`src/logic/cpuPkg.sv`:
```
`default_nettype none

package cpuPkg;

    parameter int WordWidth = 32;
    parameter int NumRegs = 16;     // Register fields are 4 bits wide

    typedef logic [WordWidth-1:0] word_t;

    // Z and the multiplier output
    typedef struct packed {
        word_t high;
        word_t low;
    } dword_t;

    typedef enum logic [4:0] {
        aluAdd  = 5'd3,
        aluSub  = 5'd4,
        aluAnd  = 5'd5,
        aluOr   = 5'd6,
        aluShr  = 5'd7,
        aluShra = 5'd8,
        aluShl  = 5'd9,
        aluRor  = 5'd10,
        aluRol  = 5'd11,
        aluMul  = 5'd12,
        aluNeg  = 5'd13,
        aluNot  = 5'd14
    } aluOp_e;

    //////////////////////////////
    // Instruction word views
    //////////////////////////////

    typedef struct packed {
        logic [4:0]  opcode;
        logic [3:0]  ra;
        logic [3:0]  rb;
        logic [3:0]  rc;
        logic [14:0] unused;
    } instrR_t;

    typedef struct packed {
        logic [4:0]  opcode;
        logic [3:0]  ra;
        logic [3:0]  rb;
        logic [18:0] constant;
    } instrI_t;

    typedef struct packed {
        logic [4:0]  opcode;
        logic [3:0]  ra;
        logic [3:0]  c2;        // Low two bits pick the branch condition
        logic [18:0] constant;
    } instrB_t;

    typedef union packed {
        instrR_t r;
        instrI_t i;
        instrB_t b;
    } instr_u;

endpackage

`default_nettype wire

```
`src/logic/gpRegister.sv`:
```
`timescale 1ns/1ns
`default_nettype none

module gpRegister (
    input  logic          clk,
    input  logic          rstN,
    input  logic          load,
    input  cpuPkg::word_t d,
    output cpuPkg::word_t q
);
    import cpuPkg::*;

    always_ff @(posedge clk) begin
        if (!rstN) begin
            q <= '0;
        end else if (load) begin
            q <= d;     // Takes the bus on its rIn strobe
        end
    end

endmodule

`default_nettype wire

```
`config.mk`:
```
export PLATFORM = sky130hd
export DESIGN_NAME = gpRegister
export DESIGN_NICKNAME = d
export VERILOG_FILES = /design/src/logic/cpuPkg.sv /design/src/logic/gpRegister.sv
export SDC_FILE = /design/constraint.sdc
export NUM_CORES = 1
export LEC_CHECK = 0
export BUFFER_PORTS_ARGS = -buffer_cell sky130_fd_sc_hd__buf_2
export CAP_MARGIN = 30
export CORE_ASPECT_RATIO = 1.5
export CORE_MARGIN = 1.5
export CORE_UTILIZATION = 45
export CTS_BUF_LIST = sky130_fd_sc_hd__clkbuf_8
export DETAILED_ROUTE_END_ITERATION = 10
export PLACE_DENSITY_LB_ADDON = 0.08
export SYNTH_ARGS = -nofsm -noshare
export SYNTH_HDL_FRONTEND = slang
export SYNTH_SLANG_ARGS = --single-unit
```
`constraint.sdc`:
```
create_clock -name clk -period 0.8 [get_ports clk]
set_input_delay 0.12 -clock clk [delete_from_list [all_inputs] [get_ports clk]]
set_output_delay 0.12 -clock clk [all_outputs]
set_load 0.03 [all_outputs]
```
==> reports/metrics.cfg <==
[clock_tree]
clk_pin_slew_ns=0.06
h-tree-depth=2
cts_buffers=5
cts_tree=done
cts.sinks=32
cts_root_buf=clkbuf_8
cts_buffer_depth=2
clock_latency_ns=0.27

[floorplanning]
die-area_um2=3090
die_height_um=67.4
die_x_um=45.9
start_util_pct=47.0
core-area_um2=2650
io_pins=67
num_rows=23

[status]
violations=negative setup slack
run_status=finished, violations left

[drt]
drt_pass1_iterations=2
vias=975
drc_errors=0
vias_per_cell=4.58
drt_iter0_drc=3
ant_nets=0
wl_per_cell_um=12.3
wl_um=2620

[cells_and_area]
drive_gt1_share_pct=62.5
antenna_cells=0
fin_nets=210
fin_util_pct=73.2
final_cell_mix=buf_2 (34), mux2i_1 (32), nor2b_1 (32), buf_6 (32), dfxtp_2 (32)
layout_commonest_cell=buf_2
top_register=q
area_growth_pct=55.8
largest_reg_flops=32
largestRegisters=q (32)
nFillCells=201

[yosys]
synth_cell_type_count=6
synth-seq-cells=32
syn_inst=103
yosysWarnings=0
synth_top_cell_by_area=dfxtp_1
synth_area_um2=1240
synth_top_area_share_pct=51.5
seq_area_frac_synth_pct=51.5
yosys-top-cells-area=dfxtp_1 (52%), mux2i_1 (26%), nor2b_1 (16%)
syn_area_per_cell_um2=12.1
synth_nets=138

[min_path]
hold_class=in2reg

[setup_path]
end_kind=output pin
cp_num_buf_inv=1
cpLargestDelayFamily=flip-flops
path_cells=buf_6
crit_required_ns=0.68
crit_type=reg2out
cp_slowest_cell=dfxtp_2
slowest_delay_ns=0.35
r2r_setup_slack_ns=0.03
arrival_ns=0.76
start_kind=flop
cp_max_fo=2

[timing]
worst_slack_ns=-0.0763
finalCriticalPeriod_ns=0.876
finalMaxSlewViolations=0
hold_viol=0
tightest_slew_ns=0.394
fin_skew_ns=0
setup_viol=32
rsz0062_at_grt=yes
min_period_over_period_pct=110
max-slew-margin-rel_pct=73.7
max_freq_mhz=1140
fin_hold_ws_ns=0.104

[global_route]
grt_max_degree=33
grt_busiest_layer=met2
use_met3_pct=8.56
grt_pass1_vias=916
grt_pass1_wl_um=3930
global_route.usage.met2_pct=30.2
track_usage_pct=18.3
met1_usage_pct=19.0
grt.overflow.total=0
antenna_found_initial=0

[placement]
io_buffers=66
hpwl_um=1720
place.gp.congestion=0.637

[power_and_ir_drop]
p_leak_uw=0.000943
clockPowerShare_pct=32.3
switching_power_uw=960
p_comb_share_pct=20.0
vdd_drop_max_uv=1460
p_sw_share_pct=25.8
pwr-share-seq_pct=47.7
p_per_area_nw_per_um2=1920
internal_power_uw=2760

[flow_run]
drv_cap=0

## per-layer routing
layer | up-vias | wire length, um | share of wire (%)
met5 | - | 0 | 0
met4 | 0 | 23 | 0.88
met2 | 44 | 1370 | 52
met1 | 449 | 1020 | 39
met3 | 2 | 207 | 7.9
li1 | 480 | - | -
## power groups by stage
stage	clock [uW]	sequential, uW	combinational (uW)
after CTS	1240	1780	738
after floorplan	0	1960	238
after global routing	1330	1790	791
after global placement	0	1770	604
final	1200	1780	743
after detailed placement	0	1770	618
## timing repair
action                                  in CTS  in global routing
hold buffers                                 0                  0
gates resized for setup                     96                  0
buffers inserted                             2                  2
endpoints found under the setup margin      32                 32
## worst reg2reg max path, cell delays in order, from the launching register on
cell and delay, ns:
dfxtp_2 0.32, buf_4 0.13, mux2i_1 0.14, nor2b_1 0.07
## cells in the mapped netlist
cell type,number
nor2b_1,32
buf_6,1
buf_12,3
clkbuf_1,3
dfxtp_1,32
mux2i_1,32
## logic make-up after synthesis
kind of cell / share of synthesized area (%)
flip-flops: 51.5
multiplexers: 25.8
AND/OR/NAND/NOR: 16.1
buffers and inverters: 6.64
## stage by stage
step	TNS, ns	area, um^2	setup slack, ns	std cells	power (uW)
5_1_grt	-2.76	1940	-0.104	213	3900
3_3_place_gp	-0.160	1580	-0.0236	201	2370
3_5_place_dp	-0.643	1580	-0.0482	201	2390
2_1_floorplan	0	1240	0.0485	103	2200
6_report	-1.68	1940	-0.0763	213	3720
4_1_cts	-1.97	1920	-0.0722	211	3750
## worst paths after layout
check | from | end | cells after the start
hold / removal | d[21] | q[21] | 3
setup / recovery | q[0] | q[0] | 1
setup reg to reg | q[18] | q[18] | 3
hold reg to reg | q[21] | q[21] | 2
## final cells by class
type | instances | area [um^2] | area share [%]
Sequential cell | 32 | 681 | 35.1
Timing Repair Buffer | 72 | 601 | 31.0
Multi-Input combinational cell | 64 | 520 | 26.9
Clock buffer | 6 | 82.6 | 4.26
Tap cell | 37 | 46.3 | 2.39
Clock inverter | 2 | 7.51 | 0.387
Power figures use the tool's default switching activity.
