**src/logic/cpuPkg.sv**
```systemverilog
`default_nettype none

package cpuPkg;

    parameter int WordWidth = 32;
    parameter int NumRegs = 16;     // Register fields are 4 bits wide

    typedef logic [WordWidth-1:0] word_t;

    // Z and the multiplier output
    typedef struct packed {
        word_t high;
        word_t low;
    } dword_t;

    typedef enum logic [4:0] {
        aluAdd  = 5'd3,
        aluSub  = 5'd4,
        aluAnd  = 5'd5,
        aluOr   = 5'd6,
        aluShr  = 5'd7,
        aluShra = 5'd8,
        aluShl  = 5'd9,
        aluRor  = 5'd10,
        aluRol  = 5'd11,
        aluMul  = 5'd12,
        aluNeg  = 5'd13,
        aluNot  = 5'd14
    } aluOp_e;

    //////////////////////////////
    // Instruction word views
    //////////////////////////////

    typedef struct packed {
        logic [4:0]  opcode;
        logic [3:0]  ra;
        logic [3:0]  rb;
        logic [3:0]  rc;
        logic [14:0] unused;
    } instrR_t;

    typedef struct packed {
        logic [4:0]  opcode;
        logic [3:0]  ra;
        logic [3:0]  rb;
        logic [18:0] constant;
    } instrI_t;

    typedef struct packed {
        logic [4:0]  opcode;
        logic [3:0]  ra;
        logic [3:0]  c2;        // Low two bits pick the branch condition
        logic [18:0] constant;
    } instrB_t;

    typedef union packed {
        instrR_t r;
        instrI_t i;
        instrB_t b;
    } instr_u;

endpackage

`default_nettype wire

```
**src/logic/regBankIf.sv**
```systemverilog
`timescale 1ns/1ns
`default_nettype none

interface regBankIf;
    import cpuPkg::*;

    logic [NumRegs-1:0] rIn;    // One-hot load strobes
    logic [NumRegs-1:0] rOut;   // One-hot output strobes
    logic               baOut;
    word_t              busData;
    word_t              regData [NumRegs];

    modport encoder (
        output rIn, rOut, baOut
    );

    modport mux (
        input  rOut, baOut, regData,
        output busData
    );

    // Register side of the bank
    modport bank (
        input  rIn, busData,
        output regData
    );

endinterface

`default_nettype wire

```
**src/logic/selectEncode.sv**
```systemverilog
`timescale 1ns/1ns
`default_nettype none

module selectEncode (
    input  cpuPkg::instr_u instr,
    input  logic           gra,
    input  logic           grb,
    input  logic           grc,
    input  logic           rIn,
    input  logic           rOut,
    input  logic           baOut,
    regBankIf.encoder      bank,
    output cpuPkg::word_t  cSignExt
);
    import cpuPkg::*;

    localparam int ConstWidth = 19;

    logic [3:0]         regSel;
    logic               anyGr;
    logic [NumRegs-1:0] regOneHot;

    // Only one of gra, grb, grc is high in a step
    assign regSel = ({4{gra}} & instr.r.ra)
                  | ({4{grb}} & instr.r.rb)
                  | ({4{grc}} & instr.r.rc);
    assign anyGr = gra | grb | grc;

    always_comb begin
        regOneHot = '0;
        if (anyGr) begin
            regOneHot[regSel] = 1'b1;
        end
    end

    assign bank.rIn   = rIn ? regOneHot : '0;
    assign bank.rOut  = (rOut || baOut) ? regOneHot : '0;  // baOut uses the same choice
    assign bank.baOut = baOut;

    // Constant field of the I view, sign extended to a full word
    assign cSignExt = {{(WordWidth - ConstWidth){instr.i.constant[ConstWidth-1]}},
                       instr.i.constant};

endmodule

`default_nettype wire

```
**src/flat_wrapper.sv**
```systemverilog
// flat-port wrapper written by rule: the top's interface ports become plain ports
module selectEncode_flat import cpuPkg::*;
  (instr, gra, grb, grc, rIn, rOut, baOut, cSignExt, bank_rIn, bank_rOut, bank_baOut);
  regBankIf bank_i ();
  input  cpuPkg::instr_u instr;
  input  logic gra;
  input  logic grb;
  input  logic grc;
  input  logic rIn;
  input  logic rOut;
  input  logic baOut;
  output cpuPkg::word_t cSignExt;
  output wire logic [$bits(bank_i.rIn)-1:0] bank_rIn;
  output wire logic [$bits(bank_i.rOut)-1:0] bank_rOut;
  output wire logic [$bits(bank_i.baOut)-1:0] bank_baOut;
  assign bank_rIn = bank_i.rIn;
  assign bank_rOut = bank_i.rOut;
  assign bank_baOut = bank_i.baOut;
  selectEncode u_core (.instr(instr), .gra(gra), .grb(grb), .grc(grc), .rIn(rIn), .rOut(rOut), .baOut(baOut), .bank(bank_i), .cSignExt(cSignExt));
endmodule
```
**config.mk**
```make
export PLATFORM = sky130hd
export DESIGN_NAME = selectEncode_flat
export DESIGN_NICKNAME = d
export VERILOG_FILES = /design/src/logic/cpuPkg.sv /design/src/logic/regBankIf.sv /design/src/logic/selectEncode.sv /design/src/flat_wrapper.sv
export SDC_FILE = /design/constraint.sdc
export NUM_CORES = 1
export LEC_CHECK = 0
export ABC_AREA = 0
export BUFFER_PORTS_ARGS = -buffer_cell sky130_fd_sc_hd__buf_2
export CAP_MARGIN = 20
export CORE_MARGIN = 5
export CORE_UTILIZATION = 28
export DETAILED_ROUTE_END_ITERATION = 7
export GPL_TIMING_DRIVEN = 0
export PLACE_DENSITY = 0.9
export SLEW_MARGIN = 0
export SYNTH_ARGS = -nofsm -noshare
export SYNTH_HDL_FRONTEND = slang
export SYNTH_SLANG_ARGS = --single-unit
```
**constraint.sdc**
```tcl
create_clock -name vclk -period 5.3
set_input_delay 1.06 -clock vclk [all_inputs]
set_output_delay 1.06 -clock vclk [all_outputs]
set_load 0.005 [all_outputs]
```
==> flow_summary_export.csv <==
group,metric,value,unit
timing,hold_violations,0,
final_layout,fin_util,55.1,%
detailed_routing,drt_pass1_iterations,4,
critical_path,start_kind,"input pin",
synthesis,synth_top_area_cell,"buf_4",
final_layout,drive_above_1_share,71.1,%
timing,clock.fmax,267,MHz
timing,max_slew_margin,42.6,%
hold_path,hold_path_end,"cSignExt[7]",
synthesis,synth_most_common_cell,"buf_4",
critical_path,cpPeakStageDelay,770,ps
global_routing,grtUsageMet2,25.8,%
die,core-area,0.00173,mm²
synthesis,synthAdderAreaFrac,0,%
critical_path,required,4240,ps
detailed_routing,final_antenna_net_count,0,
synthesis,ys_top_cells_by_area,"buf_4 49%, nor2_1 24%, a222oi_1 7.9%",
synthesis,synth-xor-area-share,0,%
final_layout,final_cells,191,
synthesis,syn_area_per_cell,6.08,µm²
final_layout,final_cell_area,951,µm²
detailed_routing,post_drt_wl_per_cell,11.0,µm
global_routing,grtUsageTotal,13.8,%
placement,dp.cells,191,
pwr,netSwitchingFraction,44.9,%
pwr,pwr-share-comb,100.0,%
final_layout,nFlopsAndLatches,0,
critical_path,path_max_fanout,8,
global_routing,met3_usage,2.56,%
detailed_routing,viasPerCell,4.37,
synthesis,syn_nets,121,
synthesis,syn_inst,83,
pwr,vdd_drop_max,0.0549,mV
die,die_h,52.4,µm
pwr,power_frac_clock,0,%
critical_path,cpMostUsedCell,"buf_2",
critical_path,end_kind,"primary output",
die,num_io_pins,103,
timing,rsz0062_at_grt,"false",
die,fp.dieW,52.4,µm
global_routing,busiest_layer,"met2",
clocking,cts_setup_buffers,0,
global_routing,grt_first_pass_wirelength,3.10,mm
final_layout,multi_input_area,253,µm²
global_routing,grt-ovfl-total,0,
detailed_routing,initialDrtViolationCount,21,
pwr,p_leak,0.000616,µW
outcome,status,"complete, no violations",
placement,gp_congestion,0.761,
timing,layout_min_cycle_time,3740,ps
synthesis,yosysTopAreaCellShare,49.1,%
die,start_util,29.2,%
critical_path,crit_chain,"buf_2, a222oi_1, or3b_1, nor2_1, buf_2",
final_layout,syn2layout_area_growth,88.6,%
detailed_routing,finalWirelength,2.10,mm
global_routing,use_met1,17.0,%
synthesis,ys_types,12,
hold_path,worstHoldStart,"instr[7]",
clocking,postCtsResizedCells,0,
synthesis,yosys-mux-area-fraction,0,%
placement,dpl.hpwl,1.92,mm
global_routing,grt_max_degree,16,
detailed_routing,route.detailed.drc,0,
final_layout,diodes,0,
synthesis,yosysSeqAreaShare,0,%
pwr,cellPowerDensity,76.4,mW/mm²
final_layout,clkbuf_count,0,
timing,maxSlewViolCount,0,
placement,port_buffers,83,
critical_path,crit_slowest_cell,"a222oi_1",
synthesis,synth-simple-area-share,39.7,%
synthesis,yosys_warnings,0,
placement,postPlaceCellArea,951,µm²
timing,setup_viol,0,
global_routing,grt_pass1_vias,730,
hold_path,hold_path_class,"input pin to primary output",
timing,max_slew.worst_pin.slew,861,ps
flow_run,maxCapViolCount,0,
timing,fin_setup_tns,0,ps
hold_path,hold_path_depth,2,
critical_path,worstSetupPathType,"input pin to primary output",
final_layout,nets,206,
synthesis,syn_area,504,µm²
critical_path,arrival,2680,ps
pwr,p_seq_share,0,%
synthesis,synth_compound_area_share,10.4,%
clocking,holdBufCountCts,0,
timing,post-route-period-util,70.6,%
final_layout,fill_cells,181,
die,placementRows,15,
final_layout,regArea,0,µm²
synthesis,synth_top_family_by_area,"buffers and inverters",
detailed_routing,num_vias,834,
global_routing,antenna_found_initial,0,
die,dieArea,0.00275,mm²
synthesis,synth_commonest_cells,"33 x buf_4, 32 x nor2_1, 4 x a222oi_1",
pwr,p_int,40.0,µW
pwr,switching_power,32.7,µW
==> layout make-up <==
type	instances	area share (%)
timing repair buffer	83	43.7
multi-input combinational	49	26.6
buffer	34	26.4
tap	25	3.29
==> power by group through the flow <==
| stage | clock network [µW] | registers (µW) | logic [µW] |
|---|---|---|---|
| after CTS | 0 | 0 | 73.5 |
| after detailed placement | 0 | 0 | 73.3 |
| after global routing | 0 | 0 | 80.9 |
| final | 0 | 0 | 72.7 |
| after floorplan | 0 | 0 | 40.4 |
| after global placement | 0 | 0 | 72.2 |
==> kinds of logic (layout without fill, tap and decap cells) <==
group           Yosys count  count (layout)
simple gates             43              43
buf+inv                  34             117
compound gates            6               6
==> critical path: cells and delay by family <==
kind / cells / cell delay [ps]
AO/OA/AOI/OAI: 1 / 770
AND/OR/NAND/NOR: 2 / 610
buffers and inverters: 2 / 240
==> layout by cell type (no fill, tap or decap) <==
| cell | synthesis | layout |
|---|---|---|
| or3_2 | 2 | 2 |
| clkbuf_1 | 1 | 1 |
| or3b_1 | 3 | 3 |
| a222oi_1 | 4 | 4 |
| buf_4 | 33 | 33 |
| nand3b_1 | 3 | 3 |
| buf_2 | 0 | 83 |
| nand4_1 | 1 | 1 |
| nand2_1 | 1 | 1 |
| nor2_1 | 32 | 32 |
| o21ai_1 | 1 | 1 |
| nand2b_1 | 1 | 1 |
| o21bai_1 | 1 | 1 |
==> metrics by stage <==
step	setup WS [ps]	power, µW	hold WS [ps]
floorplan	2010	40.4	2200
global placement	1590	72.2	2290
detailed placement	1580	73.3	2290
CTS	1580	73.5	2290
global route	1370	80.9	2290
finish	1560	72.7	2290
==> routing by layer <==
layer	wire length, µm	vias up
met5	0	-
met4	0	0
met3	365	0
met2	984	69
met1	754	356
li1	-	409
==> worst max-delay path by stage <==
stage                               end  slack (ps)      start
final                       bank_rIn[7]        1560        gra
after global routing      bank_rOut[10]        1370        grc
after floorplan             bank_rIn[3]        2010  instr[26]
after global placement      bank_rIn[3]        1590        gra
after detailed placement    bank_rIn[7]        1580        gra
after CTS                   bank_rIn[7]        1580        gra
No activity file was read; power rests on OpenSTA's default activity.
