### src/logic/cpuPkg.sv
`default_nettype none

package cpuPkg;

    parameter int WordWidth = 32;
    parameter int NumRegs = 16;     // Register fields are 4 bits wide

    typedef logic [WordWidth-1:0] word_t;

    // Z and the multiplier output
    typedef struct packed {
        word_t high;
        word_t low;
    } dword_t;

    typedef enum logic [4:0] {
        aluAdd  = 5'd3,
        aluSub  = 5'd4,
        aluAnd  = 5'd5,
        aluOr   = 5'd6,
        aluShr  = 5'd7,
        aluShra = 5'd8,
        aluShl  = 5'd9,
        aluRor  = 5'd10,
        aluRol  = 5'd11,
        aluMul  = 5'd12,
        aluNeg  = 5'd13,
        aluNot  = 5'd14
    } aluOp_e;

    //////////////////////////////
    // Instruction word views
    //////////////////////////////

    typedef struct packed {
        logic [4:0]  opcode;
        logic [3:0]  ra;
        logic [3:0]  rb;
        logic [3:0]  rc;
        logic [14:0] unused;
    } instrR_t;

    typedef struct packed {
        logic [4:0]  opcode;
        logic [3:0]  ra;
        logic [3:0]  rb;
        logic [18:0] constant;
    } instrI_t;

    typedef struct packed {
        logic [4:0]  opcode;
        logic [3:0]  ra;
        logic [3:0]  c2;        // Low two bits pick the branch condition
        logic [18:0] constant;
    } instrB_t;

    typedef union packed {
        instrR_t r;
        instrI_t i;
        instrB_t b;
    } instr_u;

endpackage

`default_nettype wire

### src/logic/specialRegs.sv
`timescale 1ns/1ns
`default_nettype none

module specialRegs (
    input  logic           clk,
    input  logic           rstN,
    input  logic           pcIn,
    input  logic           irIn,
    input  logic           yIn,
    input  logic           zIn,
    input  logic           hiIn,
    input  logic           loIn,
    input  logic           outPortIn,
    input  cpuPkg::word_t  busData,
    input  cpuPkg::dword_t aluResult,
    input  cpuPkg::word_t  inPortData,
    output cpuPkg::word_t  pc,
    output cpuPkg::word_t  y,
    output cpuPkg::word_t  zHigh,
    output cpuPkg::word_t  zLow,
    output cpuPkg::word_t  hi,
    output cpuPkg::word_t  lo,
    output cpuPkg::word_t  inPort,
    output cpuPkg::word_t  outPortData,
    output cpuPkg::instr_u instr
);
    import cpuPkg::*;

    always_ff @(posedge clk) begin
        if (!rstN) begin
            pc          <= '0;
            instr       <= '0;
            y           <= '0;
            zHigh       <= '0;
            zLow        <= '0;
            hi          <= '0;
            lo          <= '0;
            inPort      <= '0;
            outPortData <= '0;
        end else begin
            inPort <= inPortData;   // Input port is sampled every cycle

            if (pcIn) pc <= busData;
            if (irIn) instr <= busData;
            if (yIn) y <= busData;     // Y holds the first ALU operand
            if (zIn) begin
                zHigh <= aluResult.high;
                zLow  <= aluResult.low;
            end
            if (hiIn) hi <= busData;
            if (loIn) lo <= busData;
            if (outPortIn) outPortData <= busData;
        end
    end

endmodule

`default_nettype wire

### config.mk
export PLATFORM = sky130hd
export DESIGN_NAME = specialRegs
export DESIGN_NICKNAME = d
export VERILOG_FILES = /design/src/logic/cpuPkg.sv /design/src/logic/specialRegs.sv
export SDC_FILE = /design/constraint.sdc
export NUM_CORES = 1
export LEC_CHECK = 0
export BUFFER_PORTS_ARGS = -buffer_cell sky130_fd_sc_hd__clkbuf_2
export CAP_MARGIN = 20
export CORE_AREA = 4 4 164 166
export CTS_BUF_LIST = sky130_fd_sc_hd__clkbuf_16
export CTS_CLUSTER_SIZE = 8
export DETAILED_ROUTE_END_ITERATION = 16
export DIE_AREA = 0 0 168 170
export PLACE_DENSITY = 0.77
export REMOVE_ABC_BUFFERS = 1
export SETUP_SLACK_MARGIN = 0.2
export SYNTH_ARGS = -nofsm -noshare
export SYNTH_HDL_FRONTEND = slang
export SYNTH_SLANG_ARGS = --single-unit
### constraint.sdc
create_clock -name clk -period 0.8 [get_ports clk]
set_input_delay 0.04 -clock clk [delete_from_list [all_inputs] [get_ports clk]]
set_output_delay 0.04 -clock clk [all_outputs]
set_load 0.02 [all_outputs]
==> run summary <==
The via count of the routed design is 9747, and the max-capacitance violation count is 0. In this run the power spent charging and discharging nets is 10.86 mW. Summing the areas of all compound-gate instances in the mapped netlist gives 0% of the synthesized area. The clock network burns 39.2% of the power. The final layout contains routed wiring with a total length of 47560 um. By startpoint and endpoint, the worst setup path is classified as flip-flop to primary output. In the routed layout, each cell is associated on average with a via count of 5.152. After detailed routing, the average wire length per cell comes to 25.14 um.

In the global route stage, met1 resource usage came out at 30.34%. Area overhead of the layout relative to synthesis: 87.91%. The flow ran to the end, but the final reports show violations. The checks that failed: negative hold slack, negative setup slack. The post-route netlist has 59.02% of its cells at a drive strength greater than 1.

The sum of overflow across all layers after global routing was 0. The run gives 0 as the remaining antenna violation count. Cell chosen for the clock root: sky130_fd_sc_hd__clkbuf_16. Data on the critical path arrives at its endpoint at 1.05 ns. For the CTS buffer count, the log shows 41. For the final routed database, the setup TNS stands at -65.98 ns.

In the layout the commonest cells are 288 x sky130_fd_sc_hd__buf_8, 278 x sky130_fd_sc_hd__dfxtp_2, 254 x sky130_fd_sc_hd__nor2b_1, 227 x sky130_fd_sc_hd__mux2i_1, 133 x sky130_fd_sc_hd__clkbuf_2. STA classifies the critical path endpoint as a primary output. The logs give 0 for the initial antenna violation count and 61390 um for the wire length of the first global-routing pass.

Global routing used 8.107% of the available met3 tracks. From bottom edge to top edge, the die measures 170 um. The number of cell rows was 59; the area enclosed by the die boundary was 28560 sq um.

The count of final hold-check violations is 12, and the post-synthesis cell area is 10650 sq um. Entering global routing, the biggest net connects 104 pins. The class of the tightest hold or removal check is primary input to flip-flop.

Summed over all cells, the static leakage comes to 9.029 nW. The via count of the first global-routing pass is 10294. Timing would allow up to 921.1 MHz. The internal power of the cells totals 29.28 mW. For this run, the number of Yosys warnings is 0. The share of synthesized area spent on multiplexers came out at 24.06%. The final-layout worst hold slack was -0.1024 ns; the power share of the combinational group was 20.1%.

The filler-free cell count of the finished design was 1892; the horizontal extent of the die was 168 um. Of the total synthesized cell area, the portion taken by full adders, half adders and majority gates is 0%. The starting density of the core came out at 41.57%.

The logs give 0 for the total count of max-transition violations in the final report and 27.24% for the global routing usage summed across all routing layers. The category of the worst setup path launch point is a flip-flop. Registers are responsible for 40.7% of the overall power.

The logs give 425 for the I/O pin count and 3 for the maximum buffer depth of the clock tree. The number of antenna diodes in the final layout is 0. Setup repair after global routing could not meet its margin everywhere.

The critical path goes through buf_8. The tools report the hold path startpoint as busData[11]. The power density over the cells is 2006 nW/um^2.

The maximum fanout count along the critical path is 2. The logs give -0.2857 ns for the post-layout worst setup margin and 0 ns for the setup skew after layout. Worst setup path startpoint: zHigh[6].

The clock transition at the registers of the reported paths was 0.05 ns; the met2 usage was 46.73%. The logs give 895 for the synthesized instance count and 25620 sq um for the area of the placeable core. Buffers inserted to repair hold after CTS numbered 125.

The family of cells with the greatest summed delay on the critical path is flip-flops. The run gives 288 as the count of clock tree sinks. At the end of routability-driven placement, the weighted congestion stood at 0.7844. After detailed routing, the number of remaining DRC violations is 0.

The worst path uses 135.7% of the clock period. The pre-antenna-repair detailed-routing pass consisted of 5 iterations. The post-synthesis share of cell area spent on xor and xnor gates works out to 0%. The count of different cell masters after synthesis was 10.

The worst path required time is 0.76 ns, and the buffer and inverter count on the worst path is 1. Starting DRC count in detailed routing: 666. The worst register-to-register path begins at zLow[27]. Averaged over all synthesized cells, the footprint is 11.90 sq um. The worst-case IR drop observed on VDD is 1.447 mV.

On the worst path, the slowest cell contributes a delay of 0.39 ns. Port buffering added 424 buffers. The total number of nets in the final design came out at 1693.

Combinational family with the most area after synthesis: multiplexers. Measured on the finished design, the core utilization comes to 78.12%. The fraction of post-synthesis cell area in the top cell type by area works out to 54.14%. The cell with the largest stage delay on the worst path is sky130_fd_sc_hd__dfxtp_2.

For the worst-skew pair, the clock arrives at the later sink with an insertion delay of 0.52 ns. Summing the sequential cell areas from Yosys gives 54.14% of the chip area. TritonCTS built the clock tree. The most common cell after layout, fill and taps aside was sky130_fd_sc_hd__buf_8.

met2 is the most crowded layer. The minimum period implied by the final worst setup slack was 1.086 ns. Setup violations remaining at the end of the flow were counted as 335. The cell type contributing the most total cell area after synthesis is sky130_fd_sc_hd__dfxtp_1. Sorting the synthesized cells by area gives the leading types as sky130_fd_sc_hd__dfxtp_1 54%, sky130_fd_sc_hd__mux2i_1 24%, sky130_fd_sc_hd__nor2b_1 15%. The fraction of power spent switching nets came out at 27.05%.

The wire-length estimate of the detail-placed layout is 21360 um. The tools report the headroom to the max-slew limit as 67.87%. After Yosys synthesis, and, or, nand and nor cells account for 16.92% of the synthesized area. The number of placed instances, taps included, is 1618.

CTS built an H-tree with a depth of 2. At the pin with the least slew margin, the transition time is 0.4820 ns. In this run, synthesis produced a sequential element count of 288.
==> sequential cells by signal (all words and copies together), names as in the netlist <==
register and count:
hi 32, inPort 32, instr 32, lo 32, outPortData 32, pc 32, y 32, zHigh 32
zLow 32
==> layer usage <==
metal  share of wire, %  vias to the layer above
met2                 50                      563
li1                   -                     4247
met5                  0                        -
met1                 37                     4769
met4                6.4                        0
met3                7.2                      168
==> metrics by stage <==
stage | setup WS [ns] | total power, mW | instance area [sq um]
after detailed placement | -0.07988 | 20.64 | 13050
after CTS | -0.2853 | 37.97 | 18610
after global placement | -0.02175 | 20.53 | 13050
final | -0.2857 | 40.14 | 20010
after floorplan | 0.1320 | 18.26 | 10130
after global routing | -0.2947 | 40.99 | 20010
==> final timing paths <==
kind,endpoint,cells past startpoint,slack [ns]
hold reg to reg,outPortData[11],2,0.53
hold / removal,outPortData[11],3,-0.10
setup reg to reg,zLow[27],4,-0.21
setup / recovery,zHigh[6],1,-0.29
==> power by group through the flow <==
stage | sequential [mW] | combinational, mW | clock [mW]
3_3_place_gp | 15.9 | 4.62 | 0
6_report | 16.3 | 8.08 | 15.7
4_1_cts | 16.0 | 6.62 | 15.4
2_1_floorplan | 16.9 | 1.32 | 0
5_1_grt | 16.4 | 8.34 | 16.3
3_5_place_dp | 15.9 | 4.71 | 0
==> worst min-delay path: stages <==
cell	delay, ns
sky130_fd_sc_hd__clkbuf_2	0.16
sky130_fd_sc_hd__mux2i_1	0.09
sky130_fd_sc_hd__nor2b_1	0.09
==> timing repair <==
action / 4_1_cts / 5_1_grt
endpoints found under the hold margin: 287 / 16
setup endpoints to repair: 385 / 544
setup buffers: 37 / 68
resized for setup: 880 / 426
==> synth_stat cells (all sizes together) <==
library cell,number
clkbuf,17
mux2i,256
nor2b,256
and2,32
dfxtp,288
buf,46
==> layout make-up <==
type / count / area (sq um)
tap: 335 / 419.2
timing repair buffer: 681 / 7807
fill: 1154 / 5605
multi-input combinational: 544 / 4548
clock inverter: 1 / 8.758
clock buffer: 43 / 1076
sequential: 288 / 6151
==> logic make-up (layout without fill, tap and decap cells) <==
| family | count (synthesis) | after routing |
|---|---|---|
| and+or+nand+nor | 288 | 288 |
| muxes | 256 | 256 |
| buffers and inverters | 63 | 725 |
| DFF | 288 | 288 |
Note: power is estimated with default switching activity, not from simulation.
