===== src/logic/cpuPkg.sv =====
`default_nettype none

package cpuPkg;

    parameter int WordWidth = 32;
    parameter int NumRegs = 16;     // Register fields are 4 bits wide

    typedef logic [WordWidth-1:0] word_t;

    // Z and the multiplier output
    typedef struct packed {
        word_t high;
        word_t low;
    } dword_t;

    typedef enum logic [4:0] {
        aluAdd  = 5'd3,
        aluSub  = 5'd4,
        aluAnd  = 5'd5,
        aluOr   = 5'd6,
        aluShr  = 5'd7,
        aluShra = 5'd8,
        aluShl  = 5'd9,
        aluRor  = 5'd10,
        aluRol  = 5'd11,
        aluMul  = 5'd12,
        aluNeg  = 5'd13,
        aluNot  = 5'd14
    } aluOp_e;

    //////////////////////////////
    // Instruction word views
    //////////////////////////////

    typedef struct packed {
        logic [4:0]  opcode;
        logic [3:0]  ra;
        logic [3:0]  rb;
        logic [3:0]  rc;
        logic [14:0] unused;
    } instrR_t;

    typedef struct packed {
        logic [4:0]  opcode;
        logic [3:0]  ra;
        logic [3:0]  rb;
        logic [18:0] constant;
    } instrI_t;

    typedef struct packed {
        logic [4:0]  opcode;
        logic [3:0]  ra;
        logic [3:0]  c2;        // Low two bits pick the branch condition
        logic [18:0] constant;
    } instrB_t;

    typedef union packed {
        instrR_t r;
        instrI_t i;
        instrB_t b;
    } instr_u;

endpackage

`default_nettype wire


===== src/logic/regBankIf.sv =====
`timescale 1ns/1ns
`default_nettype none

interface regBankIf;
    import cpuPkg::*;

    logic [NumRegs-1:0] rIn;    // One-hot load strobes
    logic [NumRegs-1:0] rOut;   // One-hot output strobes
    logic               baOut;
    word_t              busData;
    word_t              regData [NumRegs];

    modport encoder (
        output rIn, rOut, baOut
    );

    modport mux (
        input  rOut, baOut, regData,
        output busData
    );

    // Register side of the bank
    modport bank (
        input  rIn, busData,
        output regData
    );

endinterface

`default_nettype wire


===== src/logic/busMux.sv =====
`timescale 1ns/1ns
`default_nettype none

module busMux (
    regBankIf.mux         bank,
    input  logic          pcOut,
    input  logic          zHighOut,
    input  logic          zLowOut,
    input  logic          hiOut,
    input  logic          loOut,
    input  logic          mdrOut,
    input  logic          inPortOut,
    input  logic          cOut,
    input  cpuPkg::word_t pc,
    input  cpuPkg::word_t zHigh,
    input  cpuPkg::word_t zLow,
    input  cpuPkg::word_t hi,
    input  cpuPkg::word_t lo,
    input  cpuPkg::word_t mdr,
    input  cpuPkg::word_t inPort,
    input  cpuPkg::word_t cSignExt
);
    import cpuPkg::*;

    localparam int NumSrc = NumRegs + 8;
    localparam int SelWidth = $clog2(NumSrc);

    logic [NumSrc-1:0]   srcEn;
    word_t               srcWord [NumSrc];
    logic [SelWidth-1:0] srcSel;
    logic                anyEn;

    // Registers take the low indices, special sources follow
    assign srcEn = {cOut, inPortOut, mdrOut, loOut, hiOut, zLowOut, zHighOut, pcOut, bank.rOut};

    always_comb begin
        for (int i = 0; i < NumRegs; i++) begin
            srcWord[i] = bank.regData[i];
        end
        if (bank.baOut) begin
            srcWord[0] = '0;        // R0 reads as zero for base addressing
        end
        srcWord[NumRegs]     = pc;
        srcWord[NumRegs + 1] = zHigh;
        srcWord[NumRegs + 2] = zLow;
        srcWord[NumRegs + 3] = hi;
        srcWord[NumRegs + 4] = lo;
        srcWord[NumRegs + 5] = mdr;
        srcWord[NumRegs + 6] = inPort;
        srcWord[NumRegs + 7] = cSignExt;
    end

    // Encode the single enabled source
    always_comb begin
        srcSel = '0;
        for (int i = 0; i < NumSrc; i++) begin
            if (srcEn[i]) begin
                srcSel = SelWidth'(i);
            end
        end
    end

    assign anyEn = |srcEn;
    assign bank.busData = anyEn ? srcWord[srcSel] : '0;    // Idle bus is zero

endmodule

`default_nettype wire


===== src/flat_wrapper.sv =====
// flat-port wrapper written by rule: the top's interface ports become plain ports
module busMux_flat import cpuPkg::*;
  (pcOut, zHighOut, zLowOut, hiOut, loOut, mdrOut, inPortOut, cOut, pc, zHigh, zLow, hi, lo, mdr, inPort, cSignExt, bank_rOut, bank_baOut, bank_regData, bank_busData);
  regBankIf bank_i ();
  input  logic pcOut;
  input  logic zHighOut;
  input  logic zLowOut;
  input  logic hiOut;
  input  logic loOut;
  input  logic mdrOut;
  input  logic inPortOut;
  input  logic cOut;
  input  cpuPkg::word_t pc;
  input  cpuPkg::word_t zHigh;
  input  cpuPkg::word_t zLow;
  input  cpuPkg::word_t hi;
  input  cpuPkg::word_t lo;
  input  cpuPkg::word_t mdr;
  input  cpuPkg::word_t inPort;
  input  cpuPkg::word_t cSignExt;
  input wire logic [$bits(bank_i.rOut)-1:0] bank_rOut;
  input wire logic [$bits(bank_i.baOut)-1:0] bank_baOut;
  input wire logic [$bits(bank_i.regData)-1:0] bank_regData;
  output wire logic [$bits(bank_i.busData)-1:0] bank_busData;
  assign bank_i.rOut = bank_rOut;
  assign bank_i.baOut = bank_baOut;
  assign bank_i.regData = {>>{bank_regData}};
  assign bank_busData = bank_i.busData;
  busMux u_core (.bank(bank_i), .pcOut(pcOut), .zHighOut(zHighOut), .zLowOut(zLowOut), .hiOut(hiOut), .loOut(loOut), .mdrOut(mdrOut), .inPortOut(inPortOut), .cOut(cOut), .pc(pc), .zHigh(zHigh), .zLow(zLow), .hi(hi), .lo(lo), .mdr(mdr), .inPort(inPort), .cSignExt(cSignExt));
endmodule

===== config.mk =====
export PLATFORM = sky130hd
export DESIGN_NAME = busMux_flat
export DESIGN_NICKNAME = d
export VERILOG_FILES = /design/src/logic/cpuPkg.sv /design/src/logic/regBankIf.sv /design/src/logic/busMux.sv /design/src/flat_wrapper.sv
export SDC_FILE = /design/constraint.sdc
export NUM_CORES = 1
export LEC_CHECK = 0
export BUFFER_PORTS_ARGS = -buffer_cell sky130_fd_sc_hd__buf_4
export CORE_AREA = 2 2 321 323
export DETAILED_ROUTE_END_ITERATION = 12
export DIE_AREA = 0 0 323 325
export GPL_TIMING_DRIVEN = 0
export PLACE_DENSITY = 0.37
export SLEW_MARGIN = 10
export SYNTH_ARGS = -nofsm -noshare
export SYNTH_HDL_FRONTEND = slang
export SYNTH_SLANG_ARGS = --single-unit

===== constraint.sdc =====
create_clock -name vclk -period 5.4
set_clock_uncertainty 0.2 [all_clocks]
set_input_delay 1.62 -clock vclk [all_inputs]
set_output_delay 1.62 -clock vclk [all_outputs]
set_load 0.1 [all_outputs]

==> impl_metrics.csv <==
group,metric,value,unit
worst_setup_path,worst-path-stages,11,
final_layout,seqCellArea,0,sq um
yosys,synth_area,7360,sq um
route,drt.antenna.violating_nets,0,
yosys,ys_types,40,
pwr,irDropWorstVdd,65.9,uV
route,avgViaCountPerCell,3.99,
pwr,p_switching,0.00129,W
yosys,avgSynthCellArea,5.32,sq um
sta,fmax,0.166,GHz
min_path,hold_path_startpoint,"pc[22]",
pwr,p_clk_frac,0,
min_path,min_path_type,"primary input to output pin",
final_layout,layout_common_cells,"buf_4, nand2_1, nand3_1",
worst_setup_path,cp_num_buf_inv,4,
global_route,grt_pass1_wl,137,mm
placement,io_buffers,825,
final_layout,layout-drive-gt1-share,0.615,
worst_setup_path,crit_type,"primary input to output pin",
floorplanning,die_h,325,um
sta,post-route-period-util,1.12,
worst_setup_path,cp-start-kind,"primary input",
worst_setup_path,startpoint,"hiOut",
route,drt-initial-drc-count,852,
route,drc,0,
final_layout,final_util,0.213,
final_layout,design_area,21500,sq um
route,dr.pass1.iters,5,
worst_setup_path,max_stage_delay,0.44,ns
sta,setup-violations-final,32,
final_layout,n_clock_buffer,0,
sta,slew_headroom,0.472,
floorplanning,fp.dieW,323,um
yosys,synth_top_area_frac,0.266,
final_layout,fillers,11600,
worst_setup_path,cp_top_family,"simple AND/OR/NAND/NOR gates",
floorplanning,rows,117,
route,wl,112,mm
yosys,syn_nets,2177,
placement,hpwl,88.2,mm
status,status,"finished with violations",
cts,hold_buffers,0,
worst_setup_path,endpoint,"bank_busData[24]",
global_route,grt_overflow,0,
pwr,intPower,0.00106,W
sta,postLayoutSetupSlackWorst,-0.623,ns
sta,slew_violations,0,
worst_setup_path,cp.arrival,4.20,ns
final_layout,area_delta_synth_final,193,%
sta,worst_pin_slew,0.792,ns
worst_setup_path,critPathSlowestCell,"nor4_4",
yosys,synth.area.top_cells,"nand2_1, mux2i_1, nand3_1",
floorplanning,io_pins,825,
final_layout,seq_cells,0,
global_route,first_global_vias,15200,
pwr,p_seq_frac,0,
route,vias,14700,
route,wire_per_inst,30.4,um
global_route,track_usage,0.194,
worst_setup_path,endpoint_kind,"output pin",
pwr,p_leak,9.44,nW
worst_setup_path,worstPathCellList,"buf_8 -> or3_4 -> nor3_4 -> a221o_2 -> clkbuf_16 -> buf_6 -> nand3b_1 -> a21oi_4 -> a311oi_2 -> nor4_4 -> buf_6",
sta,fin_crit,6.02,ns
placement,gp_congestion,0.887,
pwr,p_sw_frac,0.550,
worst_setup_path,cp_common_cell,"buf_6",
worst_setup_path,critPathMaxFanout,10,
global_route,grt_antenna_before_repair,17,
yosys,yosys.area.top_type,"nand2_1",
floorplanning,dieArea,105000,sq um
placement,place_area,16200,sq um
sta,finalSetupTns,-17.27,ns
pwr,comb_power_share,1.000,
floorplanning,core,101000,sq um
yosys,syn_inst,1384,
final_layout,fin_nets,3119,
global_route,grt_max_degree,11,
final_layout,final_common_cell,"buf_4",
pwr,p_per_area,109,nW/um^2
floorplanning,start_util,0.0726,
yosys,yosysWarnings,0,
sta,rsz0062_at_grt,"yes",
flow_run,maxCapViolCount,0,
worst_setup_path,cp_data_required_time,3.58,ns
status,violations,"setup timing",
sta,hold_violations,0,
yosys,ys_seq_area_frac,0,
-- what timing repair did --
action                                  in CTS  in global routing
endpoints found under the setup margin      32                 32
buffers inserted                            46                 33
gates cloned                                10                 22
pin swaps                                   66                 83
gates resized for setup                    595                256
-- tightest hold or removal path: cells and delay by family --
kind / cells / cell delay (ns)
buf+inv: 2 / 0.26
simple gates: 4 / 0.26
-- kinds of logic after synthesis --
kind of cell | share of synthesized area
buf+inv | 0.0964
compound gates | 0.210
mux | 0.173
simple gates | 0.520
-- cells in the mapped netlist, types with 3 or more instances --
cell and number:
nand3_1 221, buf_6 4, nor2_1 45, nand2_1 521
clkbuf_1 42, o21ai_0 29, a2111oi_0 31, a21oi_1 134
nor2b_1 3, nor4_1 38, inv_1 3, o21ai_1 7
nand3b_1 32, buf_4 23, a311oi_1 31, mux2i_1 127
buf_2 63, nor3_1 4
-- per-layer routing --
layer,vias up,GRT usage,part of all wire
met3,104,0.0342,0.064
met4,12,0.0487,0.027
met2,701,0.331,0.47
met1,7118,0.251,0.43
li1,6809,-,-
met5,-,0,0.00075
-- power by group through the flow --
stage | sequential (W) | combinational (W) | clock (W)
6_report | 0 | 0.00235 | 0.000000000129
5_1_grt | 0 | 0.00246 | 0.000000000104
4_1_cts | 0 | 0.00214 | 0
3_5_place_dp | 0 | 0.00177 | 0
3_3_place_gp | 0 | 0.00176 | 0
2_1_floorplan | 0 | 0.000824 | 0
-- per-stage QoR --
| step | power, W | hold WS [ns] | instances | setup WS (ns) |
|---|---|---|---|---|
| 5_1_grt | 0.00246 | 3.62 | 3697 | -0.685 |
| 3_5_place_dp | 0.00177 | 3.65 | 3584 | -2.79 |
| 2_1_floorplan | 0.000824 | 3.38 | 1384 | -0.545 |
| 6_report | 0.00235 | 3.60 | 3699 | -0.623 |
| 3_3_place_gp | 0.00176 | 3.65 | 3577 | -4.23 |
| 4_1_cts | 0.00214 | 3.60 | 3640 | -0.613 |
-- cell type report --
type               count  area [sq um]  share of cell area
diodes                 7          17.5            0.000814
plain buffers        132          2050              0.0954
inverters              4          15.0            0.000697
multi-input cells   1247          9610               0.447
well taps           1368          1710              0.0795
repair buffers       941          8120               0.377
-- worst min path at each step --
stage	endpoint	slack, ns	cells past startpoint
after floorplan	bank_busData[14]	3.38	4
after global placement	bank_busData[21]	3.65	6
after detailed placement	bank_busData[21]	3.65	6
after CTS	bank_busData[22]	3.60	6
after global routing	bank_busData[22]	3.62	6
final	bank_busData[22]	3.60	6
Power figures use the tool's default switching activity.
