## src/logic/cpuPkg.sv

```systemverilog
`default_nettype none

package cpuPkg;

    parameter int WordWidth = 32;
    parameter int NumRegs = 16;     // Register fields are 4 bits wide

    typedef logic [WordWidth-1:0] word_t;

    // Z and the multiplier output
    typedef struct packed {
        word_t high;
        word_t low;
    } dword_t;

    typedef enum logic [4:0] {
        aluAdd  = 5'd3,
        aluSub  = 5'd4,
        aluAnd  = 5'd5,
        aluOr   = 5'd6,
        aluShr  = 5'd7,
        aluShra = 5'd8,
        aluShl  = 5'd9,
        aluRor  = 5'd10,
        aluRol  = 5'd11,
        aluMul  = 5'd12,
        aluNeg  = 5'd13,
        aluNot  = 5'd14
    } aluOp_e;

    //////////////////////////////
    // Instruction word views
    //////////////////////////////

    typedef struct packed {
        logic [4:0]  opcode;
        logic [3:0]  ra;
        logic [3:0]  rb;
        logic [3:0]  rc;
        logic [14:0] unused;
    } instrR_t;

    typedef struct packed {
        logic [4:0]  opcode;
        logic [3:0]  ra;
        logic [3:0]  rb;
        logic [18:0] constant;
    } instrI_t;

    typedef struct packed {
        logic [4:0]  opcode;
        logic [3:0]  ra;
        logic [3:0]  c2;        // Low two bits pick the branch condition
        logic [18:0] constant;
    } instrB_t;

    typedef union packed {
        instrR_t r;
        instrI_t i;
        instrB_t b;
    } instr_u;

endpackage

`default_nettype wire

```

## src/logic/conFf.sv

```systemverilog
`timescale 1ns/1ns
`default_nettype none

module conFf (
    input  logic           clk,
    input  logic           rstN,
    input  logic           conIn,
    input  cpuPkg::instr_u instr,
    input  cpuPkg::word_t  busData,
    output logic           conOut
);
    import cpuPkg::*;

    logic [1:0] condSel;
    logic       busZero;
    logic       condMet;

    assign condSel = instr.b.c2[1:0];
    assign busZero = (busData == '0);

    always_comb begin
        case (condSel)
            2'd0:    condMet = busZero;                 // Branch if zero
            2'd1:    condMet = !busZero;                // Branch if nonzero
            2'd2:    condMet = !busData[WordWidth-1];   // Sign bit clear
            default: condMet = busData[WordWidth-1];    // Negative
        endcase
    end

    always_ff @(posedge clk) begin
        if (!rstN) begin
            conOut <= 1'b0;
        end else if (conIn) begin
            conOut <= condMet;
        end
    end

endmodule

`default_nettype wire

```

## config.mk

```make
export PLATFORM = sky130hd
export DESIGN_NAME = conFf
export DESIGN_NICKNAME = d
export VERILOG_FILES = /design/src/logic/cpuPkg.sv /design/src/logic/conFf.sv
export SDC_FILE = /design/constraint.sdc
export NUM_CORES = 1
export LEC_CHECK = 0
export BUFFER_PORTS_ARGS = -buffer_cell sky130_fd_sc_hd__buf_2
export CAP_MARGIN = 20
export CORE_AREA = 4 4 41 43
export CTS_CLUSTER_SIZE = 40
export DETAILED_ROUTE_END_ITERATION = 8
export DIE_AREA = 0 0 45 47
export PLACE_DENSITY = 0.75
export REMOVE_ABC_BUFFERS = 1
export SLEW_MARGIN = 30
export SYNTH_ARGS = -nofsm -noshare
export SYNTH_HDL_FRONTEND = slang
export SYNTH_SLANG_ARGS = --single-unit
```

## constraint.sdc

```tcl
create_clock -name clk -period 2.3 [get_ports clk]
set_input_delay 0.115 -clock clk [delete_from_list [all_inputs] [get_ports clk]]
set_output_delay 0.115 -clock clk [all_outputs]
set_load 0.01 [all_outputs]
```

==> results by group, run 1 <==
Detailed routing
  • Wire per inst: between 9 and 10 um
  • Drt drc: 0
  • DR iter-0 viols: 1
  • Pre-Repair DR Iteration Count: 4
  • Post-detailed-routing wire length: 734 um
  • Via density per instance: 4.351
  • Via count: around 320
  • Post-DRT Antenna Nets: 0

GRT
  • Vias in the first global route: about 320
  • Largest net degree at the start of global routing: 5
  • Global-route wire length before repair: 1159 um
  • Grt ovf: 0
  • Initial antenna violation count: 0
  • GRT Total Usage: 0.06850

Timing
  • Fin crit period: 1.486 ns
  • Clock skew: 0 ns
  • Final count of hold timing violations: 0
  • Rel. slew slack: 0.8315
  • Finish-stage setup viols: 0
  • Final period util: 0.6460
  • Setup TNS: 0 ns
  • Final Max Tran Viols: 0
  • Worst hold margin: 0.5252 ns
  • RSZ-0062 raised after global routing: no
  • Max Clk Rate: 673.0 MHz
  • Worst slew pin tran: between 0.2 and 0.3 ns
  • Worst Slack Setup Final: 0.8141 ns

Cells and area
  • Final Cell Area: 345.3 sq um
  • Layout cell share with drive strength beyond 1: 0.6271
  • Most flop-heavy register: conOut
  • Non-Filler Instances: 74
  • Layout area overhead: 144.2%
  • Max reg flops: 1
  • Ant. Diodes: 0
  • Nets: 128
  • Largest registers: conOut: 1 flops

Critical path
  • CP cell instances: buf_2 > nor4_1 > nand4_1 > or4_1 > and4_1
  • Crit. path cell count: 5
  • CP Capture Type: flop
  • Crit path largest cell delay: about 0.53 ns
  • CP arrival: around 1.4 ns
  • Critical R2R Launch: conOut$_SDFFE_PN0P_
  • Crit start category: primary input
  • Top Family by Delay on Critical Path: simple AND/OR/NAND/NOR gates
  • Crit path from: instr[20]
  • CP Class: in2reg
  • Worst Reg2Reg Path Length in Cells: 3
  • Worst EP required: 2.18 ns
  • Crit-path max FO: 2
  • Critical path's slowest cell: or4_1
  • Buffers & Inverters on Critical Path: 1

CTS
  • Gates resized, CTS repair: 0
  • Clock Latency Late Sink: 0 ns
  • Post-CTS setup buffer count: 0
  • Clock-pin slew on the worst setup and hold paths: 0 ns
  • Hold Buf Count CTS: 0

Floorplanning
  • Die Area: 2115 sq um
  • Chip width: 45 um
  • Initial core utilization: 0.1087
  • IO Count: 68
  • Rows: 13
  • Core ar.: 1301 sq um
  • Die Span Y: 47 um

Worst hold path
  • Hold path start: instr[19]
  • HP Class: in2reg
  • Hold Crit Depth: 4

Power and ir drop
  • Power per cell area: between 150 and 200 nW/um^2
  • VDD IR max: 52.23 uV
  • Leak Pwr: 0.1760 nW

Logic synthesis
  • Synth Register Bits: 1
  • Syn_area_per_cell: 6.427 sq um
  • Post-synthesis sequential area ratio: 0.1416
  • Synth area leader: nor4_1
  • Synth area leaders: nor4_1 31%, dfxtp_1 14%, nand2_1 8.0%, o21ai_0 7.1%, and4_1 6.2%
  • Synth top area share: 0.3097
  • Synth Instances: 22
  • Count leader, synth: nor4_1
  • Top_reg_cell synth: dfxtp_1
  • Number of synthesized flops with an enable pin: 0
  • Warnings from Yosys: 0
  • Mapped cell area: around 140 sq um
  • Post-synthesis cell type count: 13
  • Async S/R FF share, synth: 0
  • Commonest cells in the netlist: 7 x nor4_1, 3 x nand2_1, 2 x o21ai_0

Place
  • DP Area: 345.3 sq um
  • Routability congestion estimate: between 0.5 and 0.6
  • DP Worst Slack: 0.8171 ns
  • PortBufs: 37
  • Placed insts: 74

Outcome
  • Status: finished, final reports clean

Job
  • MaxCap Viol Count: 0
## tightest hold or removal path, stage by stage
cell and delay (ns):
buf_2 0.10, nor3b_1 0.05, o21ai_0 0.06, and4_1 0.16
## cell type report
cell class              instances  area, sq um
flip-flops and latches          1        20.02
fillers                       165        955.9
multi-input cells              21        121.4
well taps                      15        18.77
repair buffers                 37        185.2
## per-stage QoR
stage | power [mW] | util
floorplan | 0.02774 | -
global placement | 0.05924 | 0.2654
detailed placement | 0.06056 | 0.2654
CTS | 0.06065 | 0.2654
global route | 0.06627 | 0.2654
finish | 0.06016 | 0.2654
## final timing paths
check / to / slack, ns
max: conOut$_SDFFE_PN0P_ / 0.81
min reg2reg: conOut$_SDFFE_PN0P_ / 0.73
min: conOut$_SDFFE_PN0P_ / 0.53
max reg2reg: conOut$_SDFFE_PN0P_ / 1.49
## cell usage in the layout (no fill, tap or decap)
cell | netlist | routed
nor2b_1 | 1 | 1
buf_2 | 0 | 37
or4_1 | 1 | 1
nor2_1 | 1 | 1
o21ai_0 | 2 | 2
and4_1 | 1 | 1
nor3_1 | 1 | 1
nand3_1 | 1 | 1
dfxtp_1 | 1 | 1
a31oi_1 | 1 | 1
nand4_1 | 1 | 1
nand2_1 | 3 | 3
nor4_1 | 7 | 7
nor3b_1 | 1 | 1
## power breakdown
part / internal [mW] / switching, mW / leakage, nW
sequential: 0.0190 / 0.000447 / 0.00828
combinational: 0.0268 / 0.0139 / 0.168
clock: 0 / 0 / 0
## logic make-up after synthesis
family / count (synthesis) / synth area share
flip-flops: 1 / 0.1416
AO/OA/AOI/OAI: 3 / 0.1151
AND/OR/NAND/NOR: 18 / 0.7434
## routing by layer
layer / wire length (um) / up-vias / GRT usage
met1: 221 / 131 / 0.06982
met2: 403 / 22 / 0.1554
li1: - / 169 / -
met3: 110 / 0 / 0.003831
met5: 0 / - / 0
met4: 0 / 0 / 0
Power figures use the tool's default switching activity.
==> inputs of run 2 (changes only) <==
--- a/config.mk
+++ b/config.mk
@@ -11,7 +11,7 @@
 export CTS_CLUSTER_SIZE = 40
 export DETAILED_ROUTE_END_ITERATION = 8
 export DIE_AREA = 0 0 45 47
-export PLACE_DENSITY = 0.75
+export PLACE_DENSITY = 0.77
 export REMOVE_ABC_BUFFERS = 1
 export SLEW_MARGIN = 30
 export SYNTH_ARGS = -nofsm -noshare
==> constraint.sdc (replaced) <==
create_clock -name clk -period 1.3 [get_ports clk]
set_input_delay 0.065 -clock clk [delete_from_list [all_inputs] [get_ports clk]]
set_output_delay 0.065 -clock clk [all_outputs]
set_load 0.01 [all_outputs]
==> run 2 against run 1 <==
  * The flow now finishes with violations (setup timing)
  * Final area rose by 41%
  * Critical path depth did not move
  * Register-to-register slack got worse by 1.0 ns
  * Combinational power rose to 2.7 times the previous value
  * Die area did not move
  * Flip-flop and latch count did not move
  * Sequential power rose by 78%
  * Power rose by 140%
  * Global-route usage rose by 1.1 points
  * Sequential share of layout area fell by 1.7 points
  * Clock skew did not move
==> results by group, run 2 (synthesis results as in run 1) <==
Cells and area
  • Nets: 132
  • Most flop-heavy register: conOut
  • Ant. Diodes: 0
  • Fill cells: 143
  • Layout cell share with drive strength beyond 1: 0.7619
  • Final Cell Area: 485.5 sq um
  • Max reg flops: 1
  • Commonest non-fill, non-tap cell in the layout: buf_2
  • Layout area overhead: 243.4%
  • Most frequent cells in the layout: 32 x buf_2, 5 x buf_6, 4 x nor4_4, 4 x buf_4
  • Non-Filler Instances: 78
  • Largest registers: conOut: 1 flops

GRT
  • Vias in the first global route: 321
  • GRT Total Usage: 0.07953
  • Grt ovf: 0
  • Global-route wire length before repair: 1248 um
  • Largest net degree at the start of global routing: 5
  • Initial antenna violation count: 0

Place
  • Placed insts: between 70 and 80
  • DP Worst Slack: -0.1403 ns
  • PortBufs: 37
  • Routability congestion estimate: 0.6889
  • DP Area: 360.3 sq um

Floorplanning
  • Die Area: 2115 sq um
  • Die Span Y: 47 um
  • Chip width: 45 um
  • IO Count: 68
  • Rows: 13
  • Initial core utilization: 0.1087
  • Core ar.: 1301 sq um

Critical path
  • Crit path largest cell delay: 0.47 ns
  • CP Class: in2reg
  • Critical path's slowest cell: or4_1
  • CP cell instances: buf_2 > nor4_4 > nand3_1 > or4_1 > and4_1
  • Worst EP required: 1.18 ns
  • R2R setup slack: 0.47 ns
  • CP Capture Type: flop
  • Crit start category: primary input
  • Crit-path max FO: 2
  • CP arrival: approximately 1.2 ns

Power and ir drop
  • Power per cell area: 296.3 nW/um^2
  • Leak Pwr: 0.2133 nW
  • VDD IR max: 112.7 uV
  • Total power: between 0.1 and 0.15 mW

Timing
  • Final period util: 1.016
  • Rel. slew slack: 0.8464
  • Fin crit period: 1.321 ns
  • Max Clk Rate: roughly 760 MHz
  • Worst slew pin tran: 0.2300 ns
  • Final Max Tran Viols: 0
  • Final count of hold timing violations: 0
  • Setup TNS: -0.02118 ns
  • Finish-stage setup viols: 1
  • Worst Slack Setup Final: -0.02118 ns
  • RSZ-0062 raised after global routing: yes
  • Clock skew: 0 ns

Outcome
  • Status: complete, but fails checks
  • Violated checks: setup timing

Detailed routing
  • Pre-Repair DR Iteration Count: 4
  • Post-DRT Antenna Nets: 0
  • Via count: 347
  • DR iter-0 viols: 4
  • Wire per inst: 12.14 um
  • Post-detailed-routing wire length: 947 um
  • Via density per instance: 4.449
  • Drt drc: 0

Worst hold path
  • HP Class: in2reg

CTS
  • Clock-pin slew on the worst setup and hold paths: 0 ns
  • Clock Latency Late Sink: 0 ns

Job
  • MaxCap Viol Count: 0
run 2: what timing repair did:
item | 4_1_cts | 5_1_grt
resized for setup | 9 | 7
endpoints found under the setup margin | 1 | 1
setup buffers | 1 | 1
pin swaps | 9 | 3
hold buffers | 0 | 0
run 2: metrics by stage:
step,hold WS [ns],util
3_3_place_gp,0.4574,0.2769
4_1_cts,0.4792,0.3260
2_1_floorplan,0.3297,-
5_1_grt,0.4838,0.3731
3_5_place_dp,0.4781,0.2769
6_report,0.4740,0.3731
run 2: cell type report:
type | count | area (sq um) | share of cell area
multi-input cells | 21 | 200.2 | 0.4124
flip-flops and latches | 1 | 20.02 | 0.04124
repair buffers | 41 | 246.5 | 0.5077
well taps | 15 | 18.77 | 0.03866
run 2: metal layers:
metal | track usage | share of wire | up-vias | wire, um
li1 | - | - | 176 | -
met1 | 0.07883 | 0.30 | 150 | 282
met2 | 0.1836 | 0.61 | 21 | 574
met3 | 0.003831 | 0.095 | 0 | 90
met4 | 0 | 0 | 0 | 0
met5 | 0 | 0 | - | 0
run 2: worst paths after layout:
| kind | start | endpoint | cells after the start |
|---|---|---|---|
| min | conIn | conOut$_SDFFE_PN0P_ | 3 |
| min reg2reg | conOut$_SDFFE_PN0P_ | conOut$_SDFFE_PN0P_ | 3 |
| max reg2reg | conOut$_SDFFE_PN0P_ | conOut$_SDFFE_PN0P_ | 3 |
| max | busData[18] | conOut$_SDFFE_PN0P_ | 5 |
run 2: critical path, delay by kind of cell:
kind / cells / cell delay [ns]
buffers and inverters: 1 / 0.11
and+or+nand+nor: 4 / 1.02
run 2: power by group:
group / total [mW] / switching (mW) / internal [mW]
registers: 0.0345 / 0.000852 / 0.0336
logic: 0.109 / 0.0443 / 0.0651
clock network: 0 / 0 / 0
==> inputs of run 3 (changes only) <==
--- a/config.mk
+++ b/config.mk
@@ -7,11 +7,12 @@
 export LEC_CHECK = 0
 export BUFFER_PORTS_ARGS = -buffer_cell sky130_fd_sc_hd__buf_2
 export CAP_MARGIN = 20
-export CORE_AREA = 4 4 41 43
+export CORE_AREA = 8 8 45 47
 export CTS_CLUSTER_SIZE = 40
 export DETAILED_ROUTE_END_ITERATION = 8
-export DIE_AREA = 0 0 45 47
+export DIE_AREA = 0 0 53 55
 export PLACE_DENSITY = 0.77
+export RECOVER_POWER = 25
 export REMOVE_ABC_BUFFERS = 1
 export SLEW_MARGIN = 30
 export SYNTH_ARGS = -nofsm -noshare
==> run 3 against run 2 <==
  * The flow now finishes without violations
  * Worst setup slack improved by 0.026 ns
  * Wire length is 7.6% higher
  * Hold slack got worse by 0.0039 ns
  * Flip-flop and latch count stayed put
  * Largest cell class unchanged
  * Power down 9.4%
  * Final area fell by 7.5%
  * Cell count rose by 1.3%
  * Maximum frequency grew 2.0%
==> results by group, run 3 (synthesis results as in run 1) <==
Outcome
  • Status: finished, final reports clean

Detailed routing
  • Pre-Repair DR Iteration Count: 1
  • Drt drc: 0
  • Wire per inst: between 10 and 15 um
  • Post-DRT Antenna Nets: 0
  • DR iter-0 viols: 0
  • Post-detailed-routing wire length: between 1000 and 1500 um
  • Via density per instance: 4.392
  • Via count: 347

Cells and area
  • Max reg flops: 1
  • Commonest non-fill, non-tap cell in the layout: buf_2
  • Final Util: 0.3246
  • Nets: 132
  • Most frequent cells in the layout: 34 x buf_2, 5 x nor4_2, 4 x buf_4, 3 x nand2_1
  • Most flop-heavy register: conOut
  • Ant. Diodes: 0
  • Layout area overhead: 217.7%
  • Layout cell share with drive strength beyond 1: 0.7460
  • Largest registers: conOut: 1 flops

Place
  • Routability congestion estimate: 0.6733
  • PortBufs: 37
  • Dpl hpwl: a little under 900 um

Timing
  • RSZ-0062 raised after global routing: yes
  • Clock skew: 0 ns
  • Worst slew pin tran: 0.2210 ns
  • Max Clk Rate: around 770 MHz
  • Finish-stage setup viols: 0
  • Final Max Tran Viols: 0
  • Fin crit period: 1.295 ns
  • Rel. slew slack: 0.8524
  • Final count of hold timing violations: 0
  • Final period util: 0.9965
  • Worst hold margin: 0.4701 ns

Floorplanning
  • Rows: 14
  • Chip width: 53 um
  • Die Span Y: between 50 and 60 um
  • Initial core utilization: 0.1022
  • Core ar.: 1384 sq um
  • Die Area: roughly 2900 sq um
  • IO Count: 68

CTS
  • Clock Latency Late Sink: 0 ns
  • Hold Buf Count CTS: 0
  • Clock-pin slew on the worst setup and hold paths: 0 ns

Power and ir drop
  • Reg power frac: 0.264
  • P_int: 0.09078 mW
  • Power per cell area: between 200 and 300 nW/um^2
  • Net Sw Frac: 0.3037
  • Combinational fraction of design power: 0.736
  • Total net switching power: 0.03959 mW
  • Total power: 0.1304 mW
  • VDD IR max: 80.52 uV
  • Leak Pwr: 0.2001 nW
  • Clock share of power: 0

Worst hold path
  • HP Class: reg2out

GRT
  • GRT Total Usage: 0.05943
  • Initial antenna violation count: 0
  • Largest net degree at the start of global routing: 5
  • Global-route wire length before repair: 1400 um
  • Vias in the first global route: 369
  • Grt ovf: 0

Critical path
  • Worst EP required: 1.18 ns
  • Crit start category: primary input
  • Crit-path max FO: 2
  • CP Class: in2reg
  • CP Capture Type: flop
  • CP arrival: 1.18 ns

Job
  • MaxCap Viol Count: 0
run 3: changes by cell type in the layout (fill, tap and decap cells not counted):
cell | before | now
buf_6 | 5 | 2
buf_2 | 32 | 34
nor4_2 | 3 | 5
nor4_4 | 4 | 2
clkbuf_1 | 0 | 1
run 3: area by class of cell:
class | count | area, sq um
Fill cell | 156 | 934.6
Multi-Input combinational cell | 21 | 182.7
Sequential cell | 1 | 20.02
Tap cell | 16 | 20.02
Timing Repair Buffer | 41 | 226.5
run 3: repair_timing:
action	in CTS	in global routing
setup endpoints to repair	1	1
setup buffers	1	2
gates resized for setup	6	5
pin swaps	5	2
endpoints found under the hold margin	0	0
run 3: critical path, cell delays in order:
cell	delay, ns
buf_2	0.11
nor4_4	0.25
nand4_1	0.16
or4_1	0.41
and4_1	0.18
run 3: path summary, 6_finish.rpt:
| kind | from | end | slack (ns) | cells past startpoint |
|---|---|---|---|---|
| setup / recovery | busData[5] | conOut$_SDFFE_PN0P_ | 0.005 | 5 |
| hold / removal | conOut$_SDFFE_PN0P_ | conOut | 0.47 | 1 |
| setup reg to reg | conOut$_SDFFE_PN0P_ | conOut$_SDFFE_PN0P_ | 0.48 | 3 |
| hold reg to reg | conOut$_SDFFE_PN0P_ | conOut$_SDFFE_PN0P_ | 0.73 | 3 |
run 3: per-layer routing:
metal  part of all wire  wire, um  vias up  global-route usage
li1                   -         -      175                   -
met1               0.37       377      155             0.06647
met2               0.56       566       17              0.1211
met3              0.073        74        0            0.008021
met4                  0         0        0                   0
met5                  0         0        -                   0
run 3: power by group through the flow:
stage,clock (mW),combinational [mW],sequential [mW]
after detailed placement,0,0.0750,0.0343
after global routing,0,0.105,0.0349
after floorplan,0,0.0134,0.0357
after CTS,0,0.0850,0.0343
final,0,0.0960,0.0344
after global placement,0,0.0725,0.0343
run 3: metrics by stage:
step | TNS, ns | instance area (sq um) | worst slack (ns) | instances
after floorplan | 0 | 141.4 | 0.08111 | 22
after global placement | -0.1474 | 354.1 | -0.1474 | 76
after detailed placement | -0.1465 | 354.1 | -0.1465 | 76
after CTS | -0.0008854 | 399.1 | -0.0008854 | 77
after global routing | -0.09100 | 449.2 | -0.09100 | 79
final | 0 | 449.2 | 0.004567 | 79
